$ cat src/include/strm_cfg.svh
/*
 * streamer configuration macros
 * widths of addresses, data and lengths, FIFO depths
 */

`ifndef STRM_CFG_SVH
`define STRM_CFG_SVH

`define STRM_ADDR_W          32 // byte address
`define STRM_STREAM_DW       32 // one stream beat
`define STRM_MEM_DW          64 // stream width plus one word for realignment
`define STRM_LEN_W           16 // lengths, counts and strides

`define STRM_ADDR_FIFO_DEPTH 2  // address decoupling
`define STRM_OFS_DEPTH       4  // max reads in flight

`endif
$ cat src/hw/strm_pkg.sv
/*
 * streamer package
 * vector typedefs for addresses, data, lengths, offsets and the FSM state
 */

`include "strm_cfg.svh"

package strm_pkg;

  typedef logic [`STRM_ADDR_W-1:0]    addr_t;     // byte address
  typedef logic [`STRM_MEM_DW-1:0]    mem_data_t; // byte k = mem[aligned + k]
  typedef logic [`STRM_STREAM_DW-1:0] beat_t;     // output beat
  typedef logic [`STRM_LEN_W-1:0]     len_t;      // length, count or stride
  typedef logic [1:0]                 ofs_t;      // byte offset in a word

  // source controller states
  typedef enum logic [1:0] {
    STRM_IDLE    = 2'd0,
    STRM_WORKING = 2'd1, // generator still producing addresses
    STRM_DRAIN   = 2'd2  // waiting for the last beats
  } strm_state_t;

endpackage

$ cat src/hw/strm_top.sv
/*
 * streamer top level
 * address generator, address FIFO, offset FIFO, source core
 */

`include "strm_cfg.svh"

module strm_top (
  input  logic                clk_i,
  input  logic                rst_ni,
  input  logic                clear_i,
  input  logic                start_i,
  input  strm_pkg::addr_t     base_i,
  input  strm_pkg::len_t      word_stride_i,
  input  strm_pkg::len_t      line_len_i,
  input  strm_pkg::len_t      line_stride_i,
  input  strm_pkg::len_t      line_cnt_i,
  output logic                ready_start_o,
  output logic                done_o,
  output logic                mem_req_o,
  output strm_pkg::addr_t     mem_addr_o,
  input  logic                mem_gnt_i,
  input  logic                mem_rvalid_i,
  input  strm_pkg::mem_data_t mem_rdata_i,
  output logic                mem_rready_o,
  output logic                stream_valid_o,
  output strm_pkg::beat_t     stream_data_o,
  input  logic                stream_ready_i
);

  logic            gen_start, gen_done;
  logic            gen_valid, gen_ready;     // generator -> addr FIFO
  strm_pkg::addr_t gen_addr;
  logic            head_valid, head_ready;   // addr FIFO -> core
  strm_pkg::addr_t head_addr;
  logic            addr_fifo_empty;
  logic            ofs_push, ofs_ready, ofs_valid, ofs_pop;
  strm_pkg::ofs_t  ofs_push_data, ofs_head;

  strm_addr_gen i_addr_gen (
    .clk_i         ( clk_i         ),
    .rst_ni        ( rst_ni        ),
    .clear_i       ( clear_i       ),
    .start_i       ( gen_start     ),
    .base_i        ( base_i        ),
    .word_stride_i ( word_stride_i ),
    .line_len_i    ( line_len_i    ),
    .line_stride_i ( line_stride_i ),
    .line_cnt_i    ( line_cnt_i    ),
    .addr_ready_i  ( gen_ready     ),
    .addr_valid_o  ( gen_valid     ),
    .addr_o        ( gen_addr      ),
    .done_o        ( gen_done      )
  );

  strm_fifo #(
    .WIDTH ( `STRM_ADDR_W          ),
    .DEPTH ( `STRM_ADDR_FIFO_DEPTH )
  ) i_addr_fifo (
    .clk_i        ( clk_i           ),
    .rst_ni       ( rst_ni          ),
    .clear_i      ( clear_i         ),
    .push_valid_i ( gen_valid       ),
    .push_data_i  ( gen_addr        ),
    .push_ready_o ( gen_ready       ),
    .pop_valid_o  ( head_valid      ),
    .pop_data_o   ( head_addr       ),
    .pop_ready_i  ( head_ready      ),
    .empty_o      ( addr_fifo_empty )
  );

  // one entry per read in flight
  strm_fifo #(
    .WIDTH ( 2               ),
    .DEPTH ( `STRM_OFS_DEPTH )
  ) i_ofs_fifo (
    .clk_i        ( clk_i         ),
    .rst_ni       ( rst_ni        ),
    .clear_i      ( clear_i       ),
    .push_valid_i ( ofs_push      ),
    .push_data_i  ( ofs_push_data ),
    .push_ready_o ( ofs_ready     ),
    .pop_valid_o  ( ofs_valid     ),
    .pop_data_o   ( ofs_head      ),
    .pop_ready_i  ( ofs_pop       ),
    .empty_o      (               )
  );

  strm_source i_source (
    .clk_i             ( clk_i           ),
    .rst_ni            ( rst_ni          ),
    .clear_i           ( clear_i         ),
    .start_i           ( start_i         ),
    .line_len_i        ( line_len_i      ),
    .line_cnt_i        ( line_cnt_i      ),
    .gen_done_i        ( gen_done        ),
    .addr_valid_i      ( head_valid      ),
    .addr_i            ( head_addr       ),
    .addr_fifo_empty_i ( addr_fifo_empty ),
    .ofs_ready_i       ( ofs_ready       ),
    .ofs_valid_i       ( ofs_valid       ),
    .ofs_i             ( ofs_head        ),
    .mem_gnt_i         ( mem_gnt_i       ),
    .mem_rvalid_i      ( mem_rvalid_i    ),
    .mem_rdata_i       ( mem_rdata_i     ),
    .stream_ready_i    ( stream_ready_i  ),
    .ready_start_o     ( ready_start_o   ),
    .done_o            ( done_o          ),
    .gen_start_o       ( gen_start       ),
    .addr_ready_o      ( head_ready      ),
    .ofs_push_o        ( ofs_push        ),
    .ofs_data_o        ( ofs_push_data   ),
    .ofs_pop_o         ( ofs_pop         ),
    .mem_req_o         ( mem_req_o       ),
    .mem_addr_o        ( mem_addr_o      ),
    .mem_rready_o      ( mem_rready_o    ),
    .stream_valid_o    ( stream_valid_o  ),
    .stream_data_o     ( stream_data_o   )
  );

endmodule

$ cat src/hw/strm_source.sv
/*
 * source streamer core
 * control FSM, memory read requests, byte realignment, beat counter
 */

module strm_source (
  input  logic                clk_i,
  input  logic                rst_ni,
  input  logic                clear_i,
  input  logic                start_i,
  input  strm_pkg::len_t      line_len_i,
  input  strm_pkg::len_t      line_cnt_i,
  input  logic                gen_done_i,        // address walk finished
  input  logic                addr_valid_i,      // address FIFO head
  input  strm_pkg::addr_t     addr_i,
  input  logic                addr_fifo_empty_i,
  input  logic                ofs_ready_i,       // offset FIFO not full
  input  logic                ofs_valid_i,
  input  strm_pkg::ofs_t      ofs_i,             // offset of oldest read
  input  logic                mem_gnt_i,
  input  logic                mem_rvalid_i,
  input  strm_pkg::mem_data_t mem_rdata_i,
  input  logic                stream_ready_i,
  output logic                ready_start_o,
  output logic                done_o,
  output logic                gen_start_o,
  output logic                addr_ready_o,
  output logic                ofs_push_o,
  output strm_pkg::ofs_t      ofs_data_o,
  output logic                ofs_pop_o,
  output logic                mem_req_o,
  output strm_pkg::addr_t     mem_addr_o,
  output logic                mem_rready_o,
  output logic                stream_valid_o,
  output strm_pkg::beat_t     stream_data_o
);

  localparam int unsigned CNT_W = 2 * $bits(strm_pkg::len_t); // holds len * cnt

  strm_pkg::strm_state_t cs, ns;
  logic [CNT_W-1:0]      beat_cnt_q, total;
  logic                  issue, beat;

  assign total = CNT_W'(line_len_i) * CNT_W'(line_cnt_i);

  // FSM
  always_ff @(posedge clk_i or negedge rst_ni) begin
    if (!rst_ni) begin
      cs <= strm_pkg::STRM_IDLE;
    end else if (clear_i) begin
      cs <= strm_pkg::STRM_IDLE;
    end else begin
      cs <= ns;
    end
  end

  always_comb begin
    ns     = cs;
    done_o = 1'b0;
    case (cs)
      strm_pkg::STRM_IDLE: begin
        if (start_i) ns = strm_pkg::STRM_WORKING;
      end
      strm_pkg::STRM_WORKING: begin
        if (gen_done_i) ns = strm_pkg::STRM_DRAIN;
      end
      strm_pkg::STRM_DRAIN: begin
        // all beats out and nothing left queued
        if (beat_cnt_q == total && addr_fifo_empty_i) begin
          ns     = strm_pkg::STRM_IDLE;
          done_o = 1'b1;
        end
      end
      default: ns = strm_pkg::STRM_IDLE;
    endcase
  end

  assign ready_start_o = (cs == strm_pkg::STRM_IDLE);
  assign gen_start_o   = start_i & ready_start_o; // ignored while busy

  // request side
  assign mem_req_o    = (cs != strm_pkg::STRM_IDLE) & addr_valid_i & stream_ready_i
                        & ofs_ready_i;             // room to track the offset
  assign mem_addr_o   = {addr_i[$bits(strm_pkg::addr_t)-1:2], 2'b00}; // word aligned
  assign issue        = mem_req_o & mem_gnt_i;
  assign addr_ready_o = issue;                     // pop addr on grant
  assign ofs_push_o   = issue;
  assign ofs_data_o   = addr_i[1:0];

  // response side, zero latency to the stream
  assign mem_rready_o   = stream_ready_i;
  assign stream_valid_o = mem_rvalid_i;
  assign beat           = stream_valid_o & stream_ready_i;
  assign ofs_pop_o      = beat;                    // offset retires with its response
  assign stream_data_o  = mem_rdata_i[{ofs_i, 3'b000} +: $bits(strm_pkg::beat_t)]; // realign

  // beat counter
  always_ff @(posedge clk_i or negedge rst_ni) begin
    if (!rst_ni) begin
      beat_cnt_q <= '0;
    end else if (clear_i || done_o) begin
      beat_cnt_q <= '0;
    end else if (beat) begin
      beat_cnt_q <= beat_cnt_q + 1'b1;
    end
  end

  // every response must match an issued read
  a_rvalid_tracked: assert property (@(posedge clk_i) disable iff (!rst_ni)
    mem_rvalid_i |-> ofs_valid_i);
  // held beat keeps its bytes, memory and offset FIFO together
  a_beat_hold: assert property (@(posedge clk_i) disable iff (!rst_ni)
    stream_valid_o && !stream_ready_i && !clear_i
    |=> stream_valid_o && $stable(stream_data_o));

endmodule

$ cat src/hw/strm_addr_gen.sv
/*
 * two-level address generator
 * word stride inside a line, line stride between lines, valid/ready output
 */

module strm_addr_gen (
  input  logic            clk_i,
  input  logic            rst_ni,
  input  logic            clear_i,
  input  logic            start_i,        // sample config, begin walk
  input  strm_pkg::addr_t base_i,
  input  strm_pkg::len_t  word_stride_i,  // bytes
  input  strm_pkg::len_t  line_len_i,     // words per line
  input  strm_pkg::len_t  line_stride_i,  // bytes between line starts
  input  strm_pkg::len_t  line_cnt_i,
  input  logic            addr_ready_i,
  output logic            addr_valid_o,
  output strm_pkg::addr_t addr_o,
  output logic            done_o          // one cycle after last accept
);

  logic            running_q, done_q;
  strm_pkg::len_t  word_cnt_q, line_cnt_q;
  strm_pkg::addr_t line_start_q, addr_q;
  strm_pkg::addr_t next_line;
  logic            accept, last_word, last_line;

  assign accept    = running_q & addr_ready_i;
  assign last_word = (word_cnt_q == strm_pkg::len_t'(line_len_i - 1'b1));
  assign last_line = (line_cnt_q == strm_pkg::len_t'(line_cnt_i - 1'b1));
  assign next_line = line_start_q + strm_pkg::addr_t'(line_stride_i);

  assign addr_valid_o = running_q;
  assign addr_o       = addr_q;
  assign done_o       = done_q;

  // control state and counters
  always_ff @(posedge clk_i or negedge rst_ni) begin
    if (!rst_ni) begin
      running_q  <= 1'b0;
      done_q     <= 1'b0;
      word_cnt_q <= '0;
      line_cnt_q <= '0;
    end else if (clear_i) begin
      running_q  <= 1'b0;
      done_q     <= 1'b0;
      word_cnt_q <= '0;
      line_cnt_q <= '0;
    end else begin
      done_q <= 1'b0; // pulse
      if (start_i && !running_q) begin
        running_q  <= 1'b1;
        word_cnt_q <= '0;
        line_cnt_q <= '0;
      end else if (accept) begin
        if (!last_word) begin
          word_cnt_q <= word_cnt_q + 1'b1;
        end else if (!last_line) begin
          word_cnt_q <= '0;          // next line
          line_cnt_q <= line_cnt_q + 1'b1;
        end else begin
          running_q  <= 1'b0;        // pattern finished
          done_q     <= 1'b1;
        end
      end
    end
  end

  // address payload
  always_ff @(posedge clk_i) begin
    if (start_i && !running_q) begin
      addr_q       <= base_i;
      line_start_q <= base_i;
    end else if (accept) begin
      if (!last_word) begin
        addr_q <= addr_q + strm_pkg::addr_t'(word_stride_i);
      end else begin
        addr_q       <= next_line;
        line_start_q <= next_line;
      end
    end
  end

  a_addr_hold: assert property (@(posedge clk_i) disable iff (!rst_ni)
    addr_valid_o && !addr_ready_i && !clear_i |=> addr_valid_o && $stable(addr_o));

endmodule

$ cat src/hw/strm_fifo.sv
/*
 * synchronous FIFO with valid/ready on both sides
 * circular buffer, occupancy count, full and empty flags
 */

module strm_fifo #(
  parameter int unsigned WIDTH = 32,
  parameter int unsigned DEPTH = 2
) (
  input  logic             clk_i,
  input  logic             rst_ni,
  input  logic             clear_i,       // sync flush
  input  logic             push_valid_i,
  input  logic [WIDTH-1:0] push_data_i,
  output logic             push_ready_o,  // low when full
  output logic             pop_valid_o,
  output logic [WIDTH-1:0] pop_data_o,
  input  logic             pop_ready_i,
  output logic             empty_o
);

  localparam int unsigned PTR_W = (DEPTH > 1) ? $clog2(DEPTH) : 1;
  localparam int unsigned CNT_W = $clog2(DEPTH + 1);

  logic [WIDTH-1:0] mem_q [DEPTH]; // entry storage
  logic [PTR_W-1:0] wr_ptr_q, rd_ptr_q;
  logic [CNT_W-1:0] cnt_q;
  logic             push, pop;

  assign empty_o      = (cnt_q == '0);
  assign push_ready_o = (cnt_q != CNT_W'(DEPTH));
  assign pop_valid_o  = ~empty_o;
  assign pop_data_o   = mem_q[rd_ptr_q];   // head entry

  assign push = push_valid_i & push_ready_o;
  assign pop  = pop_ready_i & pop_valid_o;

  always_ff @(posedge clk_i or negedge rst_ni) begin
    if (!rst_ni) begin
      wr_ptr_q <= '0;
      rd_ptr_q <= '0;
      cnt_q    <= '0;
    end else if (clear_i) begin
      wr_ptr_q <= '0;
      rd_ptr_q <= '0;
      cnt_q    <= '0;
    end else begin
      if (push) wr_ptr_q <= (wr_ptr_q == PTR_W'(DEPTH - 1)) ? '0 : wr_ptr_q + 1'b1; // wrap
      if (pop)  rd_ptr_q <= (rd_ptr_q == PTR_W'(DEPTH - 1)) ? '0 : rd_ptr_q + 1'b1;
      if (push && !pop)      cnt_q <= cnt_q + 1'b1;
      else if (pop && !push) cnt_q <= cnt_q - 1'b1;
    end
  end

  always_ff @(posedge clk_i) begin
    if (push) mem_q[wr_ptr_q] <= push_data_i; // visible at head next cycle
  end

  // consumer never asks for data that is not there
  a_no_pop_empty: assert property (@(posedge clk_i) disable iff (!rst_ni)
    pop_ready_i |-> !empty_o);
  // when full the write slot sits on the unread head, a push would overwrite it
  a_no_push_full: assert property (@(posedge clk_i) disable iff (!rst_ni)
    !push_ready_o |-> wr_ptr_q == rd_ptr_q);

endmodule

$ cat config.mk
export PLATFORM = sky130hd
export DESIGN_NAME = strm_top
export DESIGN_NICKNAME = d
export VERILOG_FILES = /design/src/hw/strm_pkg.sv /design/src/hw/strm_top.sv /design/src/hw/strm_source.sv /design/src/hw/strm_addr_gen.sv /design/src/hw/strm_fifo.sv
export VERILOG_INCLUDE_DIRS = /design/src /design/src/include
export SDC_FILE = /design/constraint.sdc
export NUM_CORES = 1
export LEC_CHECK = 0
export ABC_CLOCK_PERIOD_IN_PS = 13100
export BUFFER_PORTS_ARGS = -buffer_cell sky130_fd_sc_hd__buf_2
export CORE_MARGIN = 4
export CORE_UTILIZATION = 38
export DETAILED_ROUTE_END_ITERATION = 12
export SLEW_MARGIN = 5
export SYNTH_ARGS = -nofsm -noshare
export SYNTH_HDL_FRONTEND = slang
export SYNTH_HIERARCHICAL = 1
export SYNTH_SLANG_ARGS = --single-unit
$ cat constraint.sdc
create_clock -name clk_i -period 13.1 [get_ports clk_i]
set_input_delay 2.62 -clock clk_i [delete_from_list [all_inputs] [get_ports clk_i]]
set_output_delay 2.62 -clock clk_i [all_outputs]
set_load 0.03 [all_outputs]
==> impl_metrics.tcl, run 1 <==
set metrics [dict create \
    status "complete, no violations" \
    worst-path-buf-inv 5 \
    grt_usage_pct 20.0 \
    hold_slack_ps 495 \
    r2r_start "i_addr_gen/word_cnt_q[13]" \
    cts_root_buf "clkbuf_16" \
    start_util_pct 38.7 \
    p_per_area_nw_per_um2 257 \
    final.setup.worst_slack_ps 610 \
    fill_cells 5929 \
    finalSetupViolCount 0 \
    post_cts_resized 0 \
    cp_data_required_time_ps 10480 \
    rsz0062_at_grt "false" \
    io_buffer_count 225 \
    clock-sinks 215 \
    cp_max_fo 21 \
    clk_latency_ps 560 \
    maxSlewViolCount 0 \
    leakagePower_nw 10.8 \
    cp_top_family "adder cells" \
    worstReg2RegEnd "i_addr_gen/line_start_q[31]" \
    max_stage_delay_ps 570 \
    holdPathStages 0 \
    crit_slowest_cell "fa_1" \
    ant_nets 0 \
    skew_ps 25.9 \
    fin_crit_ps 12490 \
    holdCritStartpoint "i_addr_gen/addr_o[0]" \
    antenna_found_initial 5 \
    syn_inst 2456 \
    totalWireLength_um 67500 \
    clkTransAtPathRegs_ps 70 \
    grt_pass1_vias 19200 \
    relSlewSlack_pct 24.2 \
    drive_above_1_share_pct 15.3 \
    vias_per_cell 5.62 \
    hold_buffers 0 \
    htreeDepth 1 \
    dp_hpwl_um 52800 \
    overflow 0 \
    hold_viol_final 0 \
    dieArea_um2 66000 \
    ios 236 \
    reg2reg_depth 8 \
    worst_pin_slew_ps 1130 \
    tns_ps 0 \
    cts_buffers 25 \
    crit_top_cell "fa_1" \
    worstPathCellList "buf_2 > nand2_1 > fa_1 > inv_1 > fa_1 > inv_1 > fa_1 > fa_1 > fa_1 > fa_1 > inv_1 > ha_1 > a21oi_1 > o21ai_1 > a22oi_1 > nand2_1 > nor4b_1 > nand4_1 > nor4b_1 > nand4_1 > nor2_1 > buf_2" \
    place_congestion 0.953 \
    crit_arrival_ps 9870 \
    finish.utilization_pct 42.4 \
    first_iter_violations 1376 \
    syn_to_final_growth_pct 9.52 \
    grt_max_degree 60 \
    wl_per_cell_um 20.0 \
    ys_warn_count 6 \
    post-place-ws_ps 660 \
    tritoncts "built" \
    rows 90 \
    cp-end-kind "output pin" \
    nets 3084 \
    die_y_um 257 \
    setup.worst_path.start_class "input port" \
    hold_class "reg2reg" \
    maxCapViolCount 0 \
    cts_buffer_depth 3 \
    ir_drop_uv 281 \
    firstDrtPassIters 5 \
    die_w_um 257 \
    grt_pass1_wl_um 108000 \
    hold_path_end "i_addr_fifo/mem_q[0][0]" \
    max_freq_ghz 0.0801 \
    syn_area_per_cell_um2 9.58 \
    drc 0 \
    critPathKind "in2out" \
    core_area_um2 60800 \
    fin_crit_sh_pct 95.3 \
    reg2reg_slack_ps 9100 \
    via_count 19000 \
    syn-cell-area_um2 23500 \
    postCtsSetupBuffers 0 \
]
-- cells in the final DEF, fill, tap and decap left out, types with 84 or more instances in the layout --
cell / count
nand2_1: 302
inv_1: 226
buf_2: 224
fa_1: 197
nor2_1: 145
ha_1: 145
edfxtp_1: 136
and2_1: 114
xnor2_1: 99
xor2_1: 84
-- power breakdown --
group,switching [mW],internal [mW],total [mW]
sequential,0.0483,0.817,0.865
combinational,3.25,1.82,5.07
clock,0.304,0.387,0.690
-- worst max path at each step --
| stage | startpoint | to | slack [ps] | depth (start not counted) |
|---|---|---|---|---|
| after floorplan | line_len_i[6] | done_o | 2010 | 20 |
| after global placement | line_cnt_i[2] | done_o | 690 | 22 |
| after detailed placement | line_cnt_i[2] | done_o | 660 | 22 |
| after CTS | line_cnt_i[2] | done_o | 640 | 22 |
| after global routing | line_cnt_i[2] | done_o | 170 | 22 |
| final | line_cnt_i[4] | done_o | 610 | 22 |
-- metrics by stage --
stage	cell area, µm²	instances	total power, mW
5_1_grt	25800	3379	7.27
6_report	25800	3379	6.63
3_5_place_dp	25000	3330	5.85
3_3_place_gp	25000	3330	5.85
4_1_cts	25800	3375	6.59
2_1_floorplan	23500	2457	4.56
-- final cells by class --
cell class / count / area [µm²] / area share (%)
diodes: 4 / 10.0 / 0.0388
clock buffers: 28 / 658 / 2.55
clock inverters: 17 / 148 / 0.573
inverters: 227 / 852 / 3.31
multi-input cells: 1868 / 15800 / 61.5
flip-flops and latches: 215 / 6060 / 23.5
well taps: 782 / 978 / 3.80
repair buffers: 238 / 1230 / 4.76
-- registers in the layout, summed over array words and instances, names as in the netlist --
signal / cells
i_source/cs: 2
i_addr_gen/addr_valid_o: 1
i_addr_gen/done_o: 1
i_ofs_fifo/cnt_q: 3
i_addr_gen/word_cnt_q: 16
i_addr_gen/line_start_q: 32
i_addr_gen/addr_o: 32
i_addr_fifo/mem_q: 64
i_addr_fifo/cnt_q: 2
i_addr_fifo/wr_ptr_q: 1
i_addr_fifo/rd_ptr_q: 1
i_ofs_fifo/rd_ptr_q: 2
i_source/beat_cnt_q: 32
i_ofs_fifo/wr_ptr_q: 2
i_addr_gen/line_cnt_q: 16
i_ofs_fifo/mem_q: 8
-- per-layer routing --
metal,vias to the layer above,track usage (%),wire (µm)
met4,2,4.64,1610
met2,707,33.0,31500
li1,8680,-,-
met1,9500,28.2,30100
met5,-,0,13
met3,101,2.86,4330
Note: power is estimated with default switching activity, not from simulation.
==> inputs of run 2 (changes only) <==
- CORE_UTILIZATION: 38 -> 62
- PLACE_DENSITY: unset -> 0.83
- SLEW_MARGIN: 5 -> 0
==> impl_metrics.tcl, run 2 (synthesis gave the netlist of run 1 again) <==
set metrics [dict create \
    status "complete, no violations" \
    htreeDepth 1 \
    ios 236 \
    cp_data_required_time_ps 10480 \
    cts_buffer_depth 3 \
    post_layout_nonfiller_instances 3104 \
    grt_usage_pct 30.5 \
    cp-end-kind "output pin" \
    layout_common_cells "nand2_1 (302), inv_1 (226), buf_2 (224)" \
    postCtsSetupBuffers 0 \
    die_y_um 203 \
    cts_root_buf "clkbuf_16" \
    final_common_cell "nand2_1" \
    clk_latency_ps 550 \
    via_count 19100 \
    wl_per_cell_um 20.2 \
    max_freq_ghz 0.0810 \
    totalWireLength_um 62600 \
    clkPwrFrac_pct 10.2 \
    dp_cells 3058 \
    fin_area_um2 25400 \
    n_antenna_cell 0 \
    maxSlewViolCount 0 \
    io_buffer_count 225 \
    crit_arrival_ps 9730 \
    skew_ps 11.7 \
    final.setup.worst_slack_ps 748 \
    drc 0 \
    finish.utilization_pct 67.6 \
    worst_pin_slew_ps 1090 \
    syn_to_final_growth_pct 7.95 \
    p_per_area_nw_per_um2 263 \
    cts_buffers 25 \
    fin_crit_sh_pct 94.3 \
    setup.worst_path.start_class "input port" \
    hold_class "reg2reg" \
    vias_per_cell 6.16 \
    nets 3083 \
    core_area_um2 37600 \
    place_area_um2 24600 \
    hold_viol_final 0 \
    first_iter_violations 1596 \
    relSlewSlack_pct 27.1 \
    ir_drop_uv 395 \
    die_w_um 203 \
    p_sw_share_pct 54.1 \
    maxCapViolCount 0 \
    critPathKind "in2out" \
    largest_reg_flops 64 \
    start_util_pct 62.6 \
    tritoncts "built" \
    tns_ps 0 \
    ant_nets 0 \
    clock-sinks 215 \
    fin_crit_ps 12350 \
    p_switching_mw 3.61 \
    grt_pass1_vias 20100 \
    hold_slack_ps 487 \
    rows 71 \
    fill_cells 2859 \
    pwr-share-seq_pct 12.9 \
    cp_max_fo 22 \
    grt_max_degree 80 \
    dieArea_um2 41100 \
    dp_hpwl_um 47800 \
    rsz0062_at_grt "false" \
    top_register "i_addr_fifo/mem_q" \
    internal_power_mw 3.06 \
    firstDrtPassIters 6 \
    overflow 0 \
    antenna_found_initial 1 \
    grt_pass1_wl_um 103000 \
    combPwrFrac_pct 77.0 \
    post_cts_resized 0 \
    place_congestion 0.965 \
    hold_buffers 0 \
    p_total_mw 6.67 \
    finalSetupViolCount 0 \
    post-place-ws_ps 913 \
    drive_above_1_share_pct 15.2 \
    clkTransAtPathRegs_ps 60 \
    leakagePower_nw 10.8 \
]
## run 2: changes by cell type in the layout (fill, tap and decap cells not counted), sizes merged
| cell | before | now |
|---|---|---|
| clkinv | 8 | 12 |
| clkinvlp | 5 | 3 |
| buf | 238 | 237 |
| diode | 4 | 0 |
| inv | 230 | 229 |
## run 2: power groups by stage
stage          Clock, mW  Sequential, mW  Combinational (mW)
2_1_floorplan          0           0.855                3.70
3_3_place_gp           0           0.864                4.95
3_5_place_dp           0           0.871                4.98
4_1_cts            0.689           0.858                5.02
5_1_grt            0.723           0.865                5.62
6_report           0.678           0.859                5.13
## run 2: cell type report
class	instances	area (µm²)	share of cell area, %
clock inverter	18	154	0.606
clock buffer	28	647	2.55
inverter	227	852	3.35
sequential	215	6060	23.9
timing repair buffer	237	1220	4.80
tap	511	639	2.52
multi-input combinational	1868	15800	62.3
## run 2: metal layers
metal  share of wire [%]  vias to the layer above  track usage [%]  wire length [µm]
met2                  48                      920             51.8             30200
met3                 8.5                      164             5.14              5310
li1                    -                     8682                -                 -
met5               0.021                        -                0                13
met4                 3.5                        2             10.1              2220
met1                  40                     9362             40.3             24900
## run 2: final timing paths
kind,startpoint,to,slack [ps],cells after the start
setup reg to reg,i_addr_gen/word_cnt_q[3],i_addr_gen/line_cnt_q[13],9070,10
setup / recovery,line_len_i[6],done_o,750,20
min in group asynchronous,rst_ni,i_addr_gen/word_cnt_q[3],2260,1
hold reg to reg,i_addr_gen/addr_o[15],i_addr_fifo/mem_q[1][15],490,0
hold / removal,i_addr_gen/addr_o[15],i_addr_fifo/mem_q[1][15],490,0
max in group asynchronous,rst_ni,i_source/beat_cnt_q[31],10170,1
## run 2: critical path, cell delays in order
cell and delay, ps:
buf_2 500, nand2_1 200, fa_1 550, fa_1 560, fa_1 450, fa_1 490, fa_1 420, fa_1 580
inv_1 80, ha_1 450, a21oi_1 490, o21ai_1 330, a211o_1 340, nand2_1 100, o31ai_1 100, xnor2_1 150
a211oi_1 580, nand4_1 250, nor2_1 220, buf_2 260
==> inputs of run 3 (changes only) <==
- CORE_ASPECT_RATIO: unset -> 0.8
==> impl_metrics.tcl, run 3 (synthesis gave the netlist of run 1 again) <==
set metrics [dict create \
    status "complete, no violations" \
    tritoncts "built" \
    finalSetupViolCount 0 \
    place_congestion 1.05 \
    cts_buffer_depth 3 \
    vias_per_cell 6.38 \
    r2r_start "i_addr_gen/word_cnt_q[3]" \
    hold_slack_ps 502 \
    clkTransAtPathRegs_ps 60 \
    overflow 0 \
    grt_pass1_vias 19500 \
    postCtsSetupBuffers 0 \
    clk_latency_ps 540 \
    cts_buffers 23 \
    hold_class "reg2reg" \
    rsz0062_at_grt "false" \
    hold_path_end "i_addr_fifo/mem_q[1][2]" \
    cp-end-kind "output pin" \
    worst_pin_slew_ps 1120 \
    critPathKind "in2out" \
    wl_per_cell_um 21.1 \
    nets 3080 \
    register_area_um2 6060 \
    cp_data_required_time_ps 10480 \
    ir_drop_uv 330 \
    fill_cells 2819 \
    core_area_um2 37300 \
    ant_nets 0 \
    htreeDepth 1 \
    cts_root_buf "clkbuf_16" \
    rows 63 \
    skew_ps 15.8 \
    grt_max_degree 55 \
    via_count 19600 \
    firstDrtPassIters 5 \
    syn_to_final_growth_pct 7.70 \
    maxCapViolCount 0 \
    clock-sinks 215 \
    dp_hpwl_um 49400 \
    grt_usage_pct 31.1 \
    hold_viol_final 0 \
    top_register "i_addr_fifo/mem_q" \
    grt_pass1_wl_um 103000 \
    fin_area_um2 25400 \
    post_cts_resized 0 \
    worstReg2RegEnd "i_addr_gen/line_start_q[1]" \
    fin_crit_ps 12290 \
    final.setup.worst_slack_ps 814 \
    hold_buffers 0 \
    place_area_um2 24600 \
    io_buffer_count 225 \
    layout_common_cells "nand2_1 (302), inv_1 (226), buf_2 (224)" \
    die_y_um 182 \
    multi_input_area_um2 15800 \
    totalWireLength_um 64900 \
    tns_ps 0 \
    first_iter_violations 2004 \
    antenna_found_initial 2 \
    leakagePower_nw 10.8 \
    maxSlewViolCount 0 \
    final_common_cell "nand2_1" \
    start_util_pct 63.1 \
    finish.utilization_pct 68.0 \
    drive_above_1_share_pct 15.0 \
    holdCritStartpoint "i_addr_gen/addr_o[2]" \
    cp_max_fo 25 \
    crit_arrival_ps 9670 \
    setup.worst_path.start_class "input port" \
    post-place-ws_ps 1010 \
    reg2reg_slack_ps 9050 \
    max_freq_ghz 0.0814 \
    dieArea_um2 41200 \
    reg2reg_depth 8 \
    die_w_um 226 \
    p_total_mw 6.80 \
    ios 236 \
    post_layout_nonfiller_instances 3076 \
    drc 0 \
    p_per_area_nw_per_um2 268 \
    relSlewSlack_pct 25.1 \
    holdPathStages 0 \
    fin_crit_sh_pct 93.8 \
    dp_cells 3033 \
    largest_reg_flops 64 \
]
==> run 3: cell types whose count changed in the layout (fill, tap and decap cells not counted), moves of 2 or more <==
cell        before  now
bufinv_16        1    3
clkbuf_8         1    3
clkinvlp_4       3    1
clkbuf_1         2    7
clkinv_2         4    2
clkinv_4         2    0
clkinv_1         5    2
clkbuf_16       25   23
==> run 3: routing by layer <==
layer	global-route usage [%]	vias to the layer above	part of all wire, %
li1	-	8665	-
met1	45.5	9656	41
met2	48.2	1155	46
met3	6.67	145	11
met4	6.76	2	2.3
met5	0	-	0.020
==> run 3: cell type report <==
| class | instances | share of cell area [%] |
|---|---|---|
| multi-input combinational | 1868 | 62.5 |
| clock buffer | 33 | 2.54 |
| timing repair buffer | 236 | 4.78 |
| clock inverter | 9 | 0.533 |
| sequential | 215 | 23.9 |
| antenna | 1 | 0.00987 |
| inverter | 227 | 3.36 |
| tap | 487 | 2.40 |
==> run 3: worst max-delay path by stage <==
stage / start / end / slack [ps] / cells after the start
floorplan: line_len_i[6] / done_o / 2010 / 20
global placement: line_cnt_i[2] / done_o / 1130 / 22
detailed placement: line_cnt_i[2] / done_o / 1010 / 22
CTS: line_cnt_i[2] / done_o / 980 / 22
global route: line_cnt_i[2] / done_o / 620 / 22
finish: line_cnt_i[2] / done_o / 810 / 22
==> run 3: where the power goes <==
| part | switching, mW | internal, mW | total [mW] |
|---|---|---|---|
| combinational | 3.40 | 1.86 | 5.26 |
| sequential | 0.0446 | 0.817 | 0.862 |
| clock | 0.278 | 0.403 | 0.681 |
| total | 3.73 | 3.08 | 6.80 |
==> run 3: critical path: stages <==
cell and delay [ps]:
buf_2 440, nand2_1 150, fa_1 510, fa_1 550
inv_1 50, fa_1 510, inv_1 60, fa_1 470
fa_1 450, fa_1 570, inv_1 60, ha_1 480
a21oi_1 490, o21ai_0 190, a21oi_1 390, o32ai_1 200
a21oi_1 170, nand4_1 100, a211oi_1 560, nand4_1 160
nor2_1 220, buf_2 240
